--- src/include/rvOpcodes.svh ---
`ifndef RV_OPCODES_SVH
`define RV_OPCODES_SVH

// ~~~~~~~~~~~~~~~~~~~~~~~~~~~~~~
// RV32 major opcodes, bits 6:0
// ~~~~~~~~~~~~~~~~~~~~~~~~~~~~~~

`define OPC_LUI      7'b0110111
`define OPC_AUIPC    7'b0010111
`define OPC_JAL      7'b1101111
`define OPC_JALR     7'b1100111
`define OPC_LOAD     7'b0000011
`define OPC_STORE    7'b0100011
`define OPC_BRANCH   7'b1100011
`define OPC_REG_IMM  7'b0010011 // alu with immediate.
`define OPC_REG_REG  7'b0110011 // alu reg-reg, also M extension.
`define OPC_ENV      7'b1110011 // ecall, ebreak and csr space.

`endif

--- src/hdl/DecodePkg.sv ---
`default_nettype none

package DecodePkg;

    // ~~~~~~~~~~~~~~~~~~~~~~~~~~~~~~
    // word types
    // ~~~~~~~~~~~~~~~~~~~~~~~~~~~~~~

    typedef logic [31:0] WordT;     // pc, instruction, immediate.
    typedef logic [4:0]  RegIdxT;   // architectural register.
    typedef logic [3:0]  BranchIdT; // tag from the predictor.
    typedef logic [15:0] CountT;    // status counter.

    // ~~~~~~~~~~~~~~~~~~~~~~~~~~~~~~
    // enums
    // ~~~~~~~~~~~~~~~~~~~~~~~~~~~~~~

    typedef enum logic [1:0] {
        FU_INT,
        FU_LSU,
        FU_MUL,
        FU_DIV
    } FuncUnitT;

    typedef enum logic [5:0] {
        INT_ADD,
        INT_SUB,
        INT_SLL,
        INT_SLT,
        INT_SLTU,
        INT_XOR,
        INT_SRL,
        INT_SRA,
        INT_OR,
        INT_AND,
        INT_LUI,
        INT_AUIPC,
        INT_JAL,
        INT_JALR,
        INT_SYS,
        INT_BEQ,
        INT_BNE,
        INT_BLT,
        INT_BGE,
        INT_BLTU,
        INT_BGEU,
        INT_UNDEFINED,
        LSU_LB,
        LSU_LH,
        LSU_LW,
        LSU_LBU,
        LSU_LHU,
        LSU_SB,
        LSU_SH,
        LSU_SW,
        MUL_MUL,
        MUL_MULH,
        MUL_MULSU,
        MUL_MULU,
        DIV_DIV,
        DIV_DIVU,
        DIV_REM,
        DIV_REMU
    } OpcodeT;

    // ~~~~~~~~~~~~~~~~~~~~~~~~~~~~~~
    // structs
    // ~~~~~~~~~~~~~~~~~~~~~~~~~~~~~~

    typedef struct packed {
        logic [6:0] funct7;
        RegIdxT     rs1;
        RegIdxT     rs0;
        logic [2:0] funct3;
        RegIdxT     rd;
        logic [6:0] opcode;
    } Instr32;

    // decoded micro-op handed to rename.
    typedef struct packed {
        WordT     imm;        // absolute target for jal and branches.
        WordT     pc;
        RegIdxT   rs0;
        RegIdxT   rs1;
        RegIdxT   rd;
        OpcodeT   opcode;
        FuncUnitT fu;
        logic     pcA;        // operand a is the pc.
        logic     immB;       // operand b is the immediate.
        BranchIdT branchID;
        logic     branchPred;
        logic     valid;
    } D_UOp;

endpackage

`default_nettype wire

--- src/hdl/DecodeCsr.sv ---
`default_nettype none

module DecodeCsr import DecodePkg::*; #(
    parameter int NUM_UOPS = 2
) (
    input  wire logic clk,
    input  wire logic rstN,
    input  wire logic cfgWrite,
    input  wire WordT cfgData,
    input  wire D_UOp uop [NUM_UOPS-1:0],
    output logic      mEnable,
    output CountT     undefCount
);

    localparam int LANE_W = $clog2(NUM_UOPS + 1);

    logic [LANE_W-1:0] undefLanes;
    logic [16:0]       countSum;

    // number of undefined lanes leaving the stage.
    always_comb begin
        undefLanes = '0;
        for (int i = 0; i < NUM_UOPS; i++) begin
            if (uop[i].valid && uop[i].opcode == INT_UNDEFINED) begin
                undefLanes = undefLanes + 1'b1;
            end
        end
    end

    assign countSum = {1'b0, undefCount} + 17'(undefLanes); // bit 16 is overflow.

    // ~~~~~~~~~~~~~~~~~~~~~~~~~~~~~~
    // config and status registers
    // ~~~~~~~~~~~~~~~~~~~~~~~~~~~~~~
    always_ff @(posedge clk or negedge rstN) begin
        if (!rstN) begin
            mEnable <= 1'b1;
            undefCount <= '0;
        end else if (cfgWrite) begin
            mEnable <= cfgData[0];
            undefCount <= '0; // any write restarts the count.
        end else if (countSum[16]) begin
            undefCount <= '1; // saturate.
        end else begin
            undefCount <= countSum[15:0];
        end
    end

endmodule

`default_nettype wire

--- src/hdl/DecodeStage.sv ---
`default_nettype none

module DecodeStage import DecodePkg::*; #(
    parameter int NUM_UOPS = 2
) (
    input  wire logic clk,
    input  wire logic rstN,
    input  wire logic flush,
    input  wire D_UOp decUop [NUM_UOPS-1:0],
    output D_UOp      uop    [NUM_UOPS-1:0]
);

    D_UOp uopQ   [NUM_UOPS-1:0];
    logic validQ [NUM_UOPS-1:0];

    // payload, loaded every cycle.
    always_ff @(posedge clk) begin
        for (int i = 0; i < NUM_UOPS; i++) begin
            uopQ[i] <= decUop[i];
        end
    end

    // ~~~~~~~~~~~~~~~~~~~~~~~~~~~~~~
    // lane valid bits
    // ~~~~~~~~~~~~~~~~~~~~~~~~~~~~~~
    always_ff @(posedge clk or negedge rstN) begin
        if (!rstN) begin
            for (int i = 0; i < NUM_UOPS; i++) begin
                validQ[i] <= 1'b0;
            end
        end else begin
            for (int i = 0; i < NUM_UOPS; i++) begin
                validQ[i] <= decUop[i].valid && !flush; // flush kills the whole group.
            end
        end
    end

    always_comb begin
        for (int i = 0; i < NUM_UOPS; i++) begin
            uop[i] = uopQ[i];
            uop[i].valid = validQ[i];
        end
    end

endmodule

`default_nettype wire

--- src/hdl/DecodeUnit.sv ---
`default_nettype none

module DecodeUnit import DecodePkg::*; #(
    parameter int NUM_UOPS = 2
) (
    input  wire logic     clk,
    input  wire logic     rstN,
    input  wire logic     flush,
    input  wire logic     cfgWrite,
    input  wire WordT     cfgData,
    input  wire WordT     instr      [NUM_UOPS-1:0],
    input  wire logic     instrValid [NUM_UOPS-1:0],
    input  wire logic     branchPred [NUM_UOPS-1:0],
    input  wire BranchIdT branchId   [NUM_UOPS-1:0],
    input  wire WordT     pc         [NUM_UOPS-1:0],
    output D_UOp          uop        [NUM_UOPS-1:0],
    output logic          mEnable,
    output CountT         undefCount
);

    D_UOp decUop [NUM_UOPS-1:0]; // combinational decode result.

    InstrDecoder #(
        .NUM_UOPS(NUM_UOPS)
    ) decoder0 (
        .instr(instr),
        .instrValid(instrValid),
        .branchPred(branchPred),
        .branchId(branchId),
        .pc(pc),
        .mEnable(mEnable),
        .uop(decUop)
    );

    DecodeStage #(
        .NUM_UOPS(NUM_UOPS)
    ) stage0 (
        .clk(clk),
        .rstN(rstN),
        .flush(flush),
        .decUop(decUop),
        .uop(uop)
    );

    // counts undefined ops as they leave the register.
    DecodeCsr #(
        .NUM_UOPS(NUM_UOPS)
    ) csr0 (
        .clk(clk),
        .rstN(rstN),
        .cfgWrite(cfgWrite),
        .cfgData(cfgData),
        .uop(uop),
        .mEnable(mEnable),
        .undefCount(undefCount)
    );

endmodule

`default_nettype wire

--- src/hdl/InstrDecoder.sv ---
`default_nettype none

`include "rvOpcodes.svh"

module InstrDecoder import DecodePkg::*; #(
    parameter int NUM_UOPS = 2
) (
    input  wire WordT     instr      [NUM_UOPS-1:0],
    input  wire logic     instrValid [NUM_UOPS-1:0],
    input  wire logic     branchPred [NUM_UOPS-1:0],
    input  wire BranchIdT branchId   [NUM_UOPS-1:0],
    input  wire WordT     pc         [NUM_UOPS-1:0],
    input  wire logic     mEnable,
    output D_UOp          uop        [NUM_UOPS-1:0]
);

    for (genvar i = 0; i < NUM_UOPS; i++) begin : gLane

        Instr32 ins;
        D_UOp   u;
        logic   invalidEnc;

        assign ins = instr[i];

        always_comb begin
            u = '0;
            invalidEnc = 1'b0;
            u.pc = pc[i];
            u.valid = instrValid[i];
            u.branchID = branchId[i];
            u.branchPred = branchPred[i];

            // ~~~~~~~~~~~~~~~~~~~~~~~~~~~~~~
            // immediate
            // ~~~~~~~~~~~~~~~~~~~~~~~~~~~~~~
            case (ins.opcode)
                `OPC_LUI,
                `OPC_AUIPC:   u.imm = {instr[i][31:12], 12'b0};
                `OPC_JAL:     u.imm = pc[i] + {{12{instr[i][31]}}, instr[i][19:12],
                                               instr[i][20], instr[i][30:21], 1'b0};
                `OPC_BRANCH:  u.imm = pc[i] + {{20{instr[i][31]}}, instr[i][7],
                                               instr[i][30:25], instr[i][11:8], 1'b0};
                `OPC_JALR,
                `OPC_LOAD,
                `OPC_REG_IMM,
                `OPC_ENV:     u.imm = {{20{instr[i][31]}}, instr[i][31:20]};
                `OPC_STORE:   u.imm = {{20{instr[i][31]}}, instr[i][31:25], instr[i][11:7]};
                default:      u.imm = '0;
            endcase

            // ~~~~~~~~~~~~~~~~~~~~~~~~~~~~~~
            // unit, operation, registers
            // ~~~~~~~~~~~~~~~~~~~~~~~~~~~~~~
            case (ins.opcode)
                `OPC_ENV: begin
                    u.fu = FU_INT;
                    u.opcode = INT_SYS;
                    u.pcA = 1'b1;
                    u.immB = 1'b1;
                end
                `OPC_LUI: begin
                    u.fu = FU_INT;
                    u.opcode = INT_LUI;
                    u.immB = 1'b1;
                    u.rd = ins.rd;
                end
                `OPC_AUIPC: begin
                    u.fu = FU_INT;
                    u.opcode = INT_AUIPC;
                    u.pcA = 1'b1;
                    u.immB = 1'b1;
                    u.rd = ins.rd;
                end
                `OPC_JAL: begin
                    u.fu = FU_INT;
                    u.opcode = INT_JAL;
                    u.pcA = 1'b1;
                    u.immB = 1'b1;
                    u.rd = ins.rd;
                end
                `OPC_JALR: begin
                    u.fu = FU_INT;
                    u.opcode = INT_JALR;
                    u.rs1 = ins.rs0; // base goes to srcB, pc to srcA.
                    u.pcA = 1'b1;
                    u.rd = ins.rd;
                end
                `OPC_LOAD: begin
                    u.fu = FU_LSU;
                    u.rs0 = ins.rs0;
                    u.immB = 1'b1;
                    u.rd = ins.rd;
                    case (ins.funct3)
                        3'd0:    u.opcode = LSU_LB;
                        3'd1:    u.opcode = LSU_LH;
                        3'd2:    u.opcode = LSU_LW;
                        3'd4:    u.opcode = LSU_LBU;
                        3'd5:    u.opcode = LSU_LHU;
                        default: invalidEnc = 1'b1;
                    endcase
                end
                `OPC_STORE: begin
                    u.fu = FU_LSU;
                    u.rs0 = ins.rs0;
                    u.rs1 = ins.rs1;
                    case (ins.funct3)
                        3'd0:    u.opcode = LSU_SB;
                        3'd1:    u.opcode = LSU_SH;
                        3'd2:    u.opcode = LSU_SW;
                        default: invalidEnc = 1'b1;
                    endcase
                end
                `OPC_BRANCH: begin
                    u.fu = FU_INT;
                    u.rs0 = ins.rs0;
                    u.rs1 = ins.rs1;
                    case (ins.funct3)
                        3'd0:    u.opcode = INT_BEQ;
                        3'd1:    u.opcode = INT_BNE;
                        3'd4:    u.opcode = INT_BLT;
                        3'd5:    u.opcode = INT_BGE;
                        3'd6:    u.opcode = INT_BLTU;
                        3'd7:    u.opcode = INT_BGEU;
                        default: invalidEnc = 1'b1;
                    endcase
                end
                `OPC_REG_IMM: begin
                    u.fu = FU_INT;
                    u.rs0 = ins.rs0;
                    u.immB = 1'b1;
                    u.rd = ins.rd;
                    case (ins.funct3)
                        3'd0: u.opcode = INT_ADD;
                        3'd1: begin
                            u.opcode = INT_SLL;
                            invalidEnc = (ins.funct7 != 7'h00);
                        end
                        3'd2: u.opcode = INT_SLT;
                        3'd3: u.opcode = INT_SLTU;
                        3'd4: u.opcode = INT_XOR;
                        3'd5: begin
                            u.opcode = (ins.funct7 == 7'h20) ? INT_SRA : INT_SRL;
                            invalidEnc = (ins.funct7 != 7'h00) && (ins.funct7 != 7'h20);
                        end
                        3'd6: u.opcode = INT_OR;
                        default: u.opcode = INT_AND;
                    endcase
                end
                `OPC_REG_REG: begin
                    u.rs0 = ins.rs0;
                    u.rs1 = ins.rs1;
                    u.rd = ins.rd;
                    if (ins.funct7 == 7'h00) begin
                        u.fu = FU_INT;
                        case (ins.funct3)
                            3'd0:    u.opcode = INT_ADD;
                            3'd1:    u.opcode = INT_SLL;
                            3'd2:    u.opcode = INT_SLT;
                            3'd3:    u.opcode = INT_SLTU;
                            3'd4:    u.opcode = INT_XOR;
                            3'd5:    u.opcode = INT_SRL;
                            3'd6:    u.opcode = INT_OR;
                            default: u.opcode = INT_AND;
                        endcase
                    end else if (ins.funct7 == 7'h01) begin
                        u.fu = (ins.funct3 < 3'd4) ? FU_MUL : FU_DIV;
                        invalidEnc = !mEnable; // M extension switched off.
                        case (ins.funct3)
                            3'd0:    u.opcode = MUL_MUL;
                            3'd1:    u.opcode = MUL_MULH;
                            3'd2:    u.opcode = MUL_MULSU;
                            3'd3:    u.opcode = MUL_MULU;
                            3'd4:    u.opcode = DIV_DIV;
                            3'd5:    u.opcode = DIV_DIVU;
                            3'd6:    u.opcode = DIV_REM;
                            default: u.opcode = DIV_REMU;
                        endcase
                    end else if (ins.funct7 == 7'h20) begin
                        u.fu = FU_INT;
                        u.opcode = (ins.funct3 == 3'd5) ? INT_SRA : INT_SUB;
                        invalidEnc = (ins.funct3 != 3'd0) && (ins.funct3 != 3'd5);
                    end else begin
                        invalidEnc = 1'b1;
                    end
                end
                default: invalidEnc = 1'b1;
            endcase

            if (invalidEnc) begin
                u.opcode = INT_UNDEFINED;
                u.fu = FU_INT;
            end
        end

        assign uop[i] = u;
    end

endmodule

`default_nettype wire

--- config.mk ---
export PLATFORM = sky130hd
export DESIGN_NAME = DecodeUnit
export DESIGN_NICKNAME = d
export VERILOG_FILES = /design/src/hdl/DecodePkg.sv /design/src/hdl/DecodeCsr.sv /design/src/hdl/DecodeStage.sv /design/src/hdl/DecodeUnit.sv /design/src/hdl/InstrDecoder.sv
export VERILOG_INCLUDE_DIRS = /design/src /design/src/include
export SDC_FILE = /design/constraint.sdc
export NUM_CORES = 1
export LEC_CHECK = 0
export BUFFER_PORTS_ARGS = -buffer_cell sky130_fd_sc_hd__buf_2
export CAP_MARGIN = 10
export CORE_AREA = 2 2 149 151
export CTS_CLUSTER_SIZE = 20
export DETAILED_ROUTE_END_ITERATION = 8
export DIE_AREA = 0 0 151 153
export PLACE_DENSITY = 0.77
export SLEW_MARGIN = 20
export SYNTH_ARGS = -nofsm -noshare
export SYNTH_HDL_FRONTEND = slang
export SYNTH_SLANG_ARGS = --single-unit
--- constraint.sdc ---
create_clock -name clk -period 4.9 [get_ports clk]
set_input_delay 0.49 -clock clk [delete_from_list [all_inputs] [get_ports clk]]
set_output_delay 0.49 -clock clk [all_outputs]
set_load 0.05 [all_outputs]
## Word-level counts from Yosys, hierarchy flattened

Memories as Yosys holds them, arrays and structs flattened.
Cells that the tools add are included.

- Register bits: 19
- RAM bits: 190
- Input port bits: 176
- Output and inout bits: 207
- Logic and storage cells: 157
- Memories: 1

- $add $sub $neg: 6
- $lt $le $gt $ge: 2
- Equal/unequal tests: 44
- Multiplexer cells: 60
- Reduce and logical (&&, ||, !) cells: 40

Memories:

| name | depth | bits a word | read ports | clocked after memory_dff | write ports | RTL line | text |
|---|---|---|---|---|---|---|---|
| stage0.uopQ | 2 | 95 | 2 | 0 | 2 | DecodeStage.sv:13 | `D_UOp uopQ [NUM_UOPS-1:0];` |

Operators with widths:

| kind | count |
|---|---|
| 32-bit case mux with 5 select lines | 2 |
| 6-bit case mux with 7 select lines | 4 |
| 8-bit case mux with 10 select lines | 2 |
| 32-bit adder | 4 |
| 8-bit two-way mux | 8 |
| 5-bit case mux with 6 select lines | 2 |
| 7-bit by 6-bit equality test with 1-bit output, second input constant | 8 |
| 7-bit equality test, second input constant | 8 |
| 4-bit case mux with 7 select lines | 2 |
| 5-bit case mux with 5 select lines | 2 |
| 16-bit two-way mux | 2 |
| 5-bit case mux with 3 select lines | 2 |
| 5-bit OR reduction | 6 |
| 7-bit by 5-bit equality test with 1-bit output, second input constant | 4 |
| 3-bit equality test, second input constant | 8 |
| 6-bit OR reduction | 4 |
| 1-bit two-way mux | 21 |
| 5-bit two-way mux | 4 |
| 5-bit case mux with 2 select lines | 2 |
| 16-bit by 2-bit adder with 17-bit output | 1 |
| 4-bit OR reduction | 4 |
| 7-bit by 1-bit equality test with 1-bit output, second input constant | 2 |
| 7-bit by 2-bit equality test with 1-bit output, second input constant | 2 |
| 7-bit zero test | 2 |
| 19 further kinds | 46 |

## Logic depth before layout (Yosys ltp)

Gate-level depths: netlist of run 1.
An unclocked memory read counts as a cell.

- Depth after elaboration: 9
- Depth in mapped cells: 19
- Mapped depth without buffers: 18

## Hierarchy

From an unflattened synthesis of run 1, not the netlist that was laid out.

- Cell total of the unflattened synthesis: 1333
- Area total of the unflattened synthesis: 11493.5 sq um

Modules (own cells, without submodules):

| module | instances | cells an instance | area each (sq um) |
|---|---|---|---|
| InstrDecoder | 1 | 1050 | 6710.2 |
| DecodeStage | 1 | 192 | 3826.2 |
| DecodeCsr | 1 | 91 | 957.2 |

## Least setup slack after synthesis of run 1

OpenSTA, ideal clock, no wires.

- Kind: input -> register
- From: input instr[35] (netlist bit)
- To: memory stage0.uopQ[0][183] (netlist bit)
- Arrival time: 3735 ps
- Required time: 4778 ps
- Setup slack: 1043 ps
- Cell stages on the path: 17
- Cells stage by stage: buf_2 -> nor3_2 -> nand2_1 -> clkbuf_1 -> mux2_2 -> ha_1 -> inv_1 -> fa_1 -> nand2b_1 -> a21oi_1 -> o21ai_1 -> o211a_1 -> o211ai_1 -> a31oi_1 -> o21ai_1 -> xor2_1 -> a221o_1

RTL lines:

| element | RTL line | text |
|---|---|---|
| start, declared | DecodeUnit.sv:11 | `input wire WordT instr [NUM_UOPS-1:0],` |
| end, declared | DecodeStage.sv:13 |  |

==> flow_summary.toml, run 1 <==
[critical_path]
crit_required_ns = 5.28
startpoint = "instr[37]"
path_class = "primary input to flop"
rrSetupSlack_ns = 1.64
endpoint = "stage0.uopQ[0][188]$_DFF_P_"
critical_path.startpoint_type = "primary input"
reg2reg_depth = 11
r2r_start = "stage0.uopQ[0][110]$_SDFF_PP0_"
cp-end-kind = "flop"
r2r_end = "csr0.undefCount[1]$_DFF_PN0_"
arrival_ns = 4.29
crit_fanout = 14

[die]
num_rows = 54
die_y_microns = 153
fp.dieArea_sq_um = 23100
die_w_microns = 151
ios = 383
core-area_sq_um = 21500
start_util_pct = 50.8

[placement]
gp_congestion = 0.935
port-buffer-count = 351
dp.final_hpwl_mm = 27.4

[global_route]
grt_pass1_vias = 10300
antenna_found_initial = 5
grt_max_degree = 33
overflow = 0
grt_pass1_wl_mm = 53.9
grtUsageTotal_pct = 29.4

[finish]
area_delta_synth_final_pct = 25.7
final_cell_mix = "351 x buf_2, 188 x dfxtp_1, 130 x a21oi_1"
drive_gt1_share_pct = 26.6
layout.cells.most_common = "buf_2"
fin_nets = 1840

[power]
vdd_drop_max_v = 0.000287
power_leakage_nw = 6.59
power_density_nw_per_um2 = 329

[yosys]
synthArstFlopShare_pct = 9.18
synth_sequential_area_ratio_pct = 38.9
synth.avg_cell_area_sq_um = 8.78
synth_fp_nets = 1503
syn_inst = 1242
yosysWarnings = 0
synth_top_flop_cell = "dfxtp_1"
synth_area_sq_um = 10900
synth-edff-count = 0
ys_ff_latch = 207
ys_types = 75

[min_path]
worstHoldPathType = "primary input to flop"
hold_depth = 1
min_from = "branchPred[0]"

[routing]
detail-route-antenna-nets = 0
drtPass1Iterations = 5
routed_wl_mm = 35.4
vias = 10900
viasPerCell = 5.79
drt_iter0_markers = 733
drc = 0
wl_per_cell_microns = 18.9

[timing]
clock_skew_ns = 0.0114
max_freq_mhz = 256
timing_worst_slew_pin_value_ns = 1.08
maxSlewHeadroom_pct = 27.5
rsz0062_at_grt = "no"
setup-tns-final_ns = 0
hold_viol = 0
fin_crit_sh_pct = 79.8
final.min_clock_period_ns = 3.91
maxSlewViolCount = 0
worst_hold_slack_ns = 0.0867
setup_viol = 0

[clock_network]
clockBufferDepth = 3
cts-root-buf = "clkbuf_16"
clk_pin_slew_ns = 0.06
cts_tree = "built"
post_cts_resized = 0
numCtsBuffers = 23
cts_sinks = 207
cts_htree_levels = 1
post_cts_buffers = 0
clk_latency_ns = 0.51
holdBufCountCts = 1

[flow_run]
maxCapViolCount = 0

[outcome]
status = "complete, no violations"
report_power, final:
| group | internal [mW] | leakage [nW] | switching, mW |
|---|---|---|---|
| Sequential | 1.74 | 1.81 | 0.0175 |
| Combinational | 0.325 | 4.40 | 0.658 |
| Clock | 1.08 | 0.381 | 0.683 |
worst max-delay path, cell delays in order:
cell and delay (ns):
buf_2 0.26, nand2_1 0.15, nor2_1 0.33, nand2_1 0.27, buf_4 0.27, mux2_2 0.30
ha_1 0.37, nand4_1 0.10, a211oi_1 0.25, o21ai_2 0.13, a31oi_1 0.30, o21ai_2 0.16
o21ai_2 0.25, a31oi_1 0.15, xnor2_1 0.14, a221o_1 0.35
final cells by class:
class                           instances  area [sq um]
Inverter                               41           154
Fill cell                            1863          7770
Clock inverter                          9           131
Tap cell                              280           350
Antenna cell                            2          5.00
Sequential cell                       207          4240
Clock buffer                           32           649
Multi-Input combinational cell        943          6340
Timing Repair Buffer                  363          1850
flip-flops by register name, summed over array words and instances, names as in the netlist:
name	flops
csr0.mEnable	1
stage0.uopQ	188
csr0.undefCount	16
stage0.uop	2
Yosys cell counts (7+ instances only):
library cell | count | area (sq um)
nor4_1 | 7 | 43.8
o21bai_1 | 8 | 60.1
a21o_1 | 44 | 330
inv_1 | 41 | 154
ha_1 | 82 | 1030
o21ai_1 | 12 | 60.1
a211oi_1 | 11 | 82.6
o31ai_1 | 9 | 67.6
nand3_1 | 32 | 160
nor3_1 | 33 | 165
xnor2_1 | 38 | 333
xor2_1 | 31 | 272
nor2_1 | 95 | 357
dfrtp_1 | 18 | 450
dfxtp_1 | 188 | 3760
a22o_1 | 16 | 140
a31oi_1 | 17 | 106
o21ai_0 | 59 | 295
nand2_1 | 106 | 398
nand4_1 | 9 | 56.3
and3_1 | 10 | 62.6
a21oi_1 | 130 | 651
nor2b_1 | 16 | 100
or3_1 | 7 | 43.8
clkbuf_1 | 45 | 169
and2_1 | 29 | 181
a221o_1 | 26 | 260
nand2b_1 | 15 | 93.8
per-layer routing:
metal / routed length, microns / part of all wire (%) / track usage (%) / vias up
li1: - / - / - / 5208
met1: 14100 / 40 / 36.7 / 5056
met2: 16500 / 47 / 48.9 / 501
met3: 3320 / 9.4 / 6.36 / 96
met4: 1460 / 4.1 / 12.0 / 6
met5: 33 / 0.093 / 0 / -
cells by family (layout without fill, tap and decap cells):
group                      count (synthesis)  count (layout)  synth area share [%]
adders and majority gates                 85              85                  9.96
other                                      0               2                     0
xor gates and xnor gates                  69              69                  5.54
and+or+nand+nor                          378             378                  16.7
muxes                                     11              11                  1.18
buffers and inverters                     92             445                  3.21
DFF                                      207             207                  38.9
AOI/OAI and AO/OA                        400             400                  24.5
metrics by stage:
stage          total power [mW]  instances  area (sq um)  util (%)  setup WS [ns]
3_5_place_dp               2.77       1833         12900      60.1          0.589
4_1_cts                    4.54       1875         13700      63.8           1.10
3_3_place_gp               2.75       1833         12900      60.1          0.638
6_report                   4.51       1877         13700      63.8          0.990
2_1_floorplan              2.49       1242         10900         -           1.04
5_1_grt                    4.71       1875         13700      63.8          0.611
worst min-delay path by stage:
| stage | end | slack [ns] |
|---|---|---|
| after floorplan | csr0.undefCount[0]$_DFF_PN0_ | 0.19 |
| final | stage0.uopQ[0][1]$_DFF_P_ | 0.09 |
| after global routing | stage0.uopQ[0][1]$_DFF_P_ | 0.06 |
| after global placement | csr0.undefCount[11]$_DFF_PN0_ | 0.45 |
| after detailed placement | csr0.undefCount[11]$_DFF_PN0_ | 0.45 |
| after CTS | stage0.uopQ[0][1]$_DFF_P_ | 0.07 |
Power figures use the tool's default switching activity.
==> run 2, diff against run 1 <==
CORE_AREA = unset   (was 2 2 149 151)
CORE_MARGIN = 2   (was unset)
CORE_UTILIZATION = 51   (was unset)
DIE_AREA = unset   (was 0 0 151 153)
clock period = 4 ns   (was 4.9 ns; I/O delays follow)
==> flow_summary.toml, run 2 (same netlist as run 1, synthesis figures left out) <==
[die]
core-area_sq_um = 21000
num_rows = 53
ios = 383
start_util_pct = 51.9
die_y_microns = 150
fp.dieArea_sq_um = 22600
die_w_microns = 150

[finish]
largest_reg_flops = 188
largest_register = "stage0.uopQ"
layout.cells.most_common = "buf_2"
final_cell_mix = "351 x buf_2, 188 x dfxtp_1, 130 x a21oi_1"
fin_nets = 1909
drive_gt1_share_pct = 27.6
area_delta_synth_final_pct = 31.7
final_cells = 1941
n_fill_cell = 1695
n_antenna_cell = 0

[clock_network]
cts_sinks = 207
clk_latency_ns = 0.52
cts-root-buf = "clkbuf_16"
cts_tree = "built"
clockBufferDepth = 3
cts_htree_levels = 1
post_cts_resized = 0
clk_pin_slew_ns = 0.06
numCtsBuffers = 24
post_cts_buffers = 0

[timing]
final.min_clock_period_ns = 3.53
setup_viol = 0
maxSlewViolCount = 0
maxSlewHeadroom_pct = 25.5
worst_hold_slack_ns = 0.0126
timing_worst_slew_pin_value_ns = 1.11
setup-tns-final_ns = 0
rsz0062_at_grt = "no"
max_freq_mhz = 284
hold_viol = 0
fin_crit_sh_pct = 88.1
clock_skew_ns = 0.00652

[routing]
drc = 0
drt_iter0_markers = 856
route.met2.wl_mm = 17.3
detail-route-antenna-nets = 0
vias = 11300
wl_per_cell_microns = 18.8
wl_met1_mm = 14.0
wl_met3_mm = 3.35
top_layer_used = "met4"
drtPass1Iterations = 8
routed_wl_mm = 36.4
viasPerCell = 5.82

[critical_path]
rrSetupSlack_ns = 0.55
crit_fanout = 7
reg2reg_depth = 11
arrival_ns = 3.93
cp-end-kind = "flop"
r2r_end = "csr0.undefCount[5]$_DFF_PN0_"
crit_required_ns = 4.40
endpoint = "stage0.uopQ[0][92]$_DFF_P_"
critical_path.startpoint_type = "primary input"
path_class = "primary input to flop"
r2r_start = "stage0.uopQ[0][110]$_SDFF_PP0_"
startpoint = "instr[1]"

[flow_run]
maxCapViolCount = 0

[power]
power_mw = 5.77
power_density_nw_per_um2 = 401
power_leakage_nw = 6.92
vdd_drop_max_v = 0.000364

[global_route]
antenna_found_initial = 0
grt_max_degree = 33
grt_pass1_vias = 10800
grt_pass1_wl_mm = 55.1
grtUsageTotal_pct = 30.6
overflow = 0

[outcome]
status = "complete, no violations"

[min_path]
min_from = "pc[54]"
hold_depth = 1
worstHoldPathType = "primary input to flop"

[placement]
dp.final_hpwl_mm = 27.5
place_inst = 1862
gp_congestion = 0.943
port-buffer-count = 351
==> run 2: changes by cell type in the layout (fill, tap and decap cells not counted), sizes merged <==
cell / delta
clkinv: +2
bufinv: +1
buf: +34
dlygate4sd3: +34
diode: -2
==> run 2: area by class of cell <==
| cell class | instances | area (sq um) | share of cell area, % |
|---|---|---|---|
| repair buffers | 431 | 2440 | 17.0 |
| multi-input cells | 943 | 6330 | 44.1 |
| inverters | 41 | 154 | 1.07 |
| clock buffers | 32 | 672 | 4.68 |
| well taps | 275 | 344 | 2.40 |
| flip-flops and latches | 207 | 4240 | 29.5 |
| clock inverters | 12 | 181 | 1.26 |
==> run 2: worst min path at each step <==
| stage | to |
|---|---|
| floorplan | csr0.undefCount[0]$_DFF_PN0_ |
| global placement | csr0.undefCount[11]$_DFF_PN0_ |
| detailed placement | stage0.uop[0]$_DFF_PN0_ |
| CTS | stage0.uopQ[0][34]$_DFF_P_ |
| global route | stage0.uopQ[0][34]$_DFF_P_ |
| finish | stage0.uopQ[0][148]$_DFF_P_ |
==> run 2: what timing repair did <==
item | in CTS | in global routing
hold buffers | 35 | 0
setup endpoints to repair | 0 | 0
endpoints found under the hold margin | 52 | 0
==> run 2: stage by stage <==
stage | setup slack [ns] | util [%] | cell area (sq um)
detailed placement | 0.0399 | 62.6 | 13200
CTS | 0.514 | 68.3 | 14400
floorplan | 0.233 | - | 10900
finish | 0.475 | 68.3 | 14400
global route | 0.200 | 68.3 | 14400
global placement | 0.177 | 62.6 | 13200
==> run 2: metal layers <==
layer / GRT usage (%) / vias to the layer above
met5: 0 / -
met3: 4.91 / 115
li1: - / 5327
met1: 38.2 / 5250
met4: 14.4 / 0
met2: 51.8 / 604
==> run 2: power breakdown <==
| group | leakage [nW] | internal (mW) | switching [mW] | total [mW] |
|---|---|---|---|---|
| Sequential | 1.81 | 2.14 | 0.0219 | 2.16 |
| Combinational | 4.71 | 0.442 | 0.827 | 1.27 |
| Clock | 0.414 | 1.45 | 0.892 | 2.34 |
| Total | 6.92 | 4.02 | 1.74 | 5.77 |
==> run 2: critical path, stage by stage <==
cell,delay (ns)
buf_2,0.09
nand2_1,0.08
or2_2,0.29
nor2_1,0.16
nand2_1,0.25
nor2_1,0.28
buf_4,0.16
a21o_1,0.10
ha_1,0.24
nor3_1,0.22
o21ai_0,0.16
a21oi_1,0.22
nor2_1,0.09
a2111oi_2,0.46
o31ai_1,0.20
a31oi_1,0.25
mux2i_1,0.21
nand2_1,0.06
==> run 3, diff against run 2 <==
--- a/config.mk
+++ b/config.mk
@@ -15,2 +15,3 @@
 export PLACE_DENSITY = 0.77
+export SKIP_LAST_GASP = 1
 export SLEW_MARGIN = 20
==> constraint.sdc (replaced) <==
create_clock -name clk -period 4 [get_ports clk]
set_input_delay 0.2 -clock clk [delete_from_list [all_inputs] [get_ports clk]]
set_output_delay 0.2 -clock clk [all_outputs]
set_load 0.05 [all_outputs]
==> flow_summary.toml, run 3 (same netlist as run 1, synthesis figures left out) <==
[routing]
drtPass1Iterations = 5
drc = 0
routed_wl_mm = 38.6
drt_iter0_markers = 757
vias = 11700
detail-route-antenna-nets = 0
viasPerCell = 5.84
wl_per_cell_microns = 19.3

[placement]
port-buffer-count = 351
dp.final_hpwl_mm = 27.3
gp_congestion = 0.951
place_area_sq_um = 13100

[min_path]
worstHoldPathType = "primary input to flop"

[timing]
setup_viol = 0
timing_worst_slew_pin_value_ns = 1.10
final.min_clock_period_ns = 3.53
rsz0062_at_grt = "no"
setup-tns-final_ns = 0
fin_crit_sh_pct = 88.3
max_freq_mhz = 283
clock_skew_ns = 0.00746
worst_hold_slack_ns = 0.0155
maxSlewHeadroom_pct = 25.6
maxSlewViolCount = 0
hold_viol = 0

[global_route]
grt_pass1_vias = 11300
overflow = 0
antenna_found_initial = 1
grtUsageTotal_pct = 32.4
grt_max_degree = 33
grt_pass1_wl_mm = 58.3

[clock_network]
clockBufferDepth = 3
cts_htree_levels = 1
cts-root-buf = "clkbuf_16"
cts_tree = "built"
clk_pin_slew_ns = 0.06
post_cts_buffers = 0
numCtsBuffers = 23
cts_sinks = 207
clk_latency_ns = 0.52

[finish]
final_cell_mix = "351 x buf_2, 188 x dfxtp_1, 130 x a21oi_1"
fin_area_sq_um = 15000
n_fill_cell = 1589
multiInputGateArea_sq_um = 6340
layout.cells.most_common = "buf_2"
register_area_sq_um = 4240
utilization_pct = 71.5
largest_register = "stage0.uopQ"
largest_reg_flops = 188
area_delta_synth_final_pct = 37.8
fin_nets = 1971
drive_gt1_share_pct = 25.8

[critical_path]
crit_slowest_cell = "a2111oi_2"
critical_path.startpoint_type = "primary input"
cp_cell_sequence = "buf_2, or2_2, nor2_1, nand2_1, buf_4, a21o_1, ha_1, a21o_1, a21oi_1, nor3b_1, nand3_1, a2111oi_2, o31ai_1, a31oi_1, mux2i_1, nand2_1"
cp-end-kind = "flop"
crit_fanout = 10
arrival_ns = 3.92
crit_path_max_incr_delay_ns = 0.43
path_class = "primary input to flop"
crit_required_ns = 4.39

[flow_run]
maxCapViolCount = 0

[die]
start_util_pct = 51.9
core-area_sq_um = 21000
die_w_microns = 150
die_y_microns = 150
fp.dieArea_sq_um = 22600
num_rows = 53
ios = 383

[power]
power_leakage_nw = 7.17
power_mw = 5.81
vdd_drop_max_v = 0.000437
power_density_nw_per_um2 = 387

[outcome]
status = "complete, no violations"
[run 3: cell types whose count changed in the layout (fill, tap and decap cells not counted), moves of 2 or more]
cell,change
buf_4,-15
clkbuf_1,-2
clkbuf_16,-2
clkbuf_8,+2
clkinv_2,-2
clkinv_4,-2
dlygate4sd3_1,+78
[run 3: what timing repair did]
action,CTS,global route
endpoints found under the hold margin,150,0
gates resized for setup,0,0
hold buffers,113,0
[run 3: worst max-delay path: cells and delay by family]
family,cells,cell delay (ns)
fa+ha+maj,1,0.33
compound gates,6,1.49
buf+inv,2,0.36
mux,1,0.24
simple gates,6,1.31
[run 3: final timing paths]
| path | slack (ns) | startpoint | cells past startpoint | end |
|---|---|---|---|---|
| worst max-delay path | 0.47 | instr[3] | 16 | stage0.uopQ[0][92]$_DFF_P_ |
| min in group asynchronous | 0.19 | rstN | 2 | stage0.uop[0]$_DFF_PN0_ |
| max in group asynchronous | 3.48 | rstN | 2 | csr0.mEnable$_DFFE_PN1P_ |
| worst min register to register | 0.61 | csr0.mEnable$_DFFE_PN1P_ | 2 | csr0.mEnable$_DFFE_PN1P_ |
| worst max register to register | 0.50 | stage0.uopQ[0][110]$_SDFF_PP0_ | 11 | csr0.undefCount[1]$_DFF_PN0_ |
| worst min-delay path | 0.02 | instr[20] | 2 | stage0.uopQ[0][21]$_DFF_P_ |
[run 3: layer usage]
metal | up-vias | track usage, % | wire (microns) | part of all wire (%)
li1 | 5470 | - | - | -
met1 | 5413 | 37.1 | 14300 | 37
met2 | 669 | 58.0 | 19000 | 49
met3 | 130 | 6.27 | 3420 | 8.9
met4 | 0 | 15.1 | 1880 | 4.9
met5 | - | 0 | 0 | 0
[run 3: cell type report]
type | instances | share of cell area [%]
diodes | 1 | 0.0166
clock buffers | 30 | 4.27
clock inverters | 10 | 1.27
inverters | 41 | 1.02
multi-input cells | 943 | 42.2
flip-flops and latches | 207 | 28.2
well taps | 275 | 2.29
repair buffers | 494 | 20.7
[run 3: power by group]
part / internal, mW / switching, mW
clock: 1.45 / 0.874
combinational: 0.484 / 0.844
sequential: 2.14 / 0.0227
[run 3: metrics by stage]
step	std cells	setup slack, ns
6_report	2001	0.466
2_1_floorplan	1242	0.433
5_1_grt	2001	0.337
4_1_cts	2000	0.548
3_5_place_dp	1847	0.123
3_3_place_gp	1847	0.261
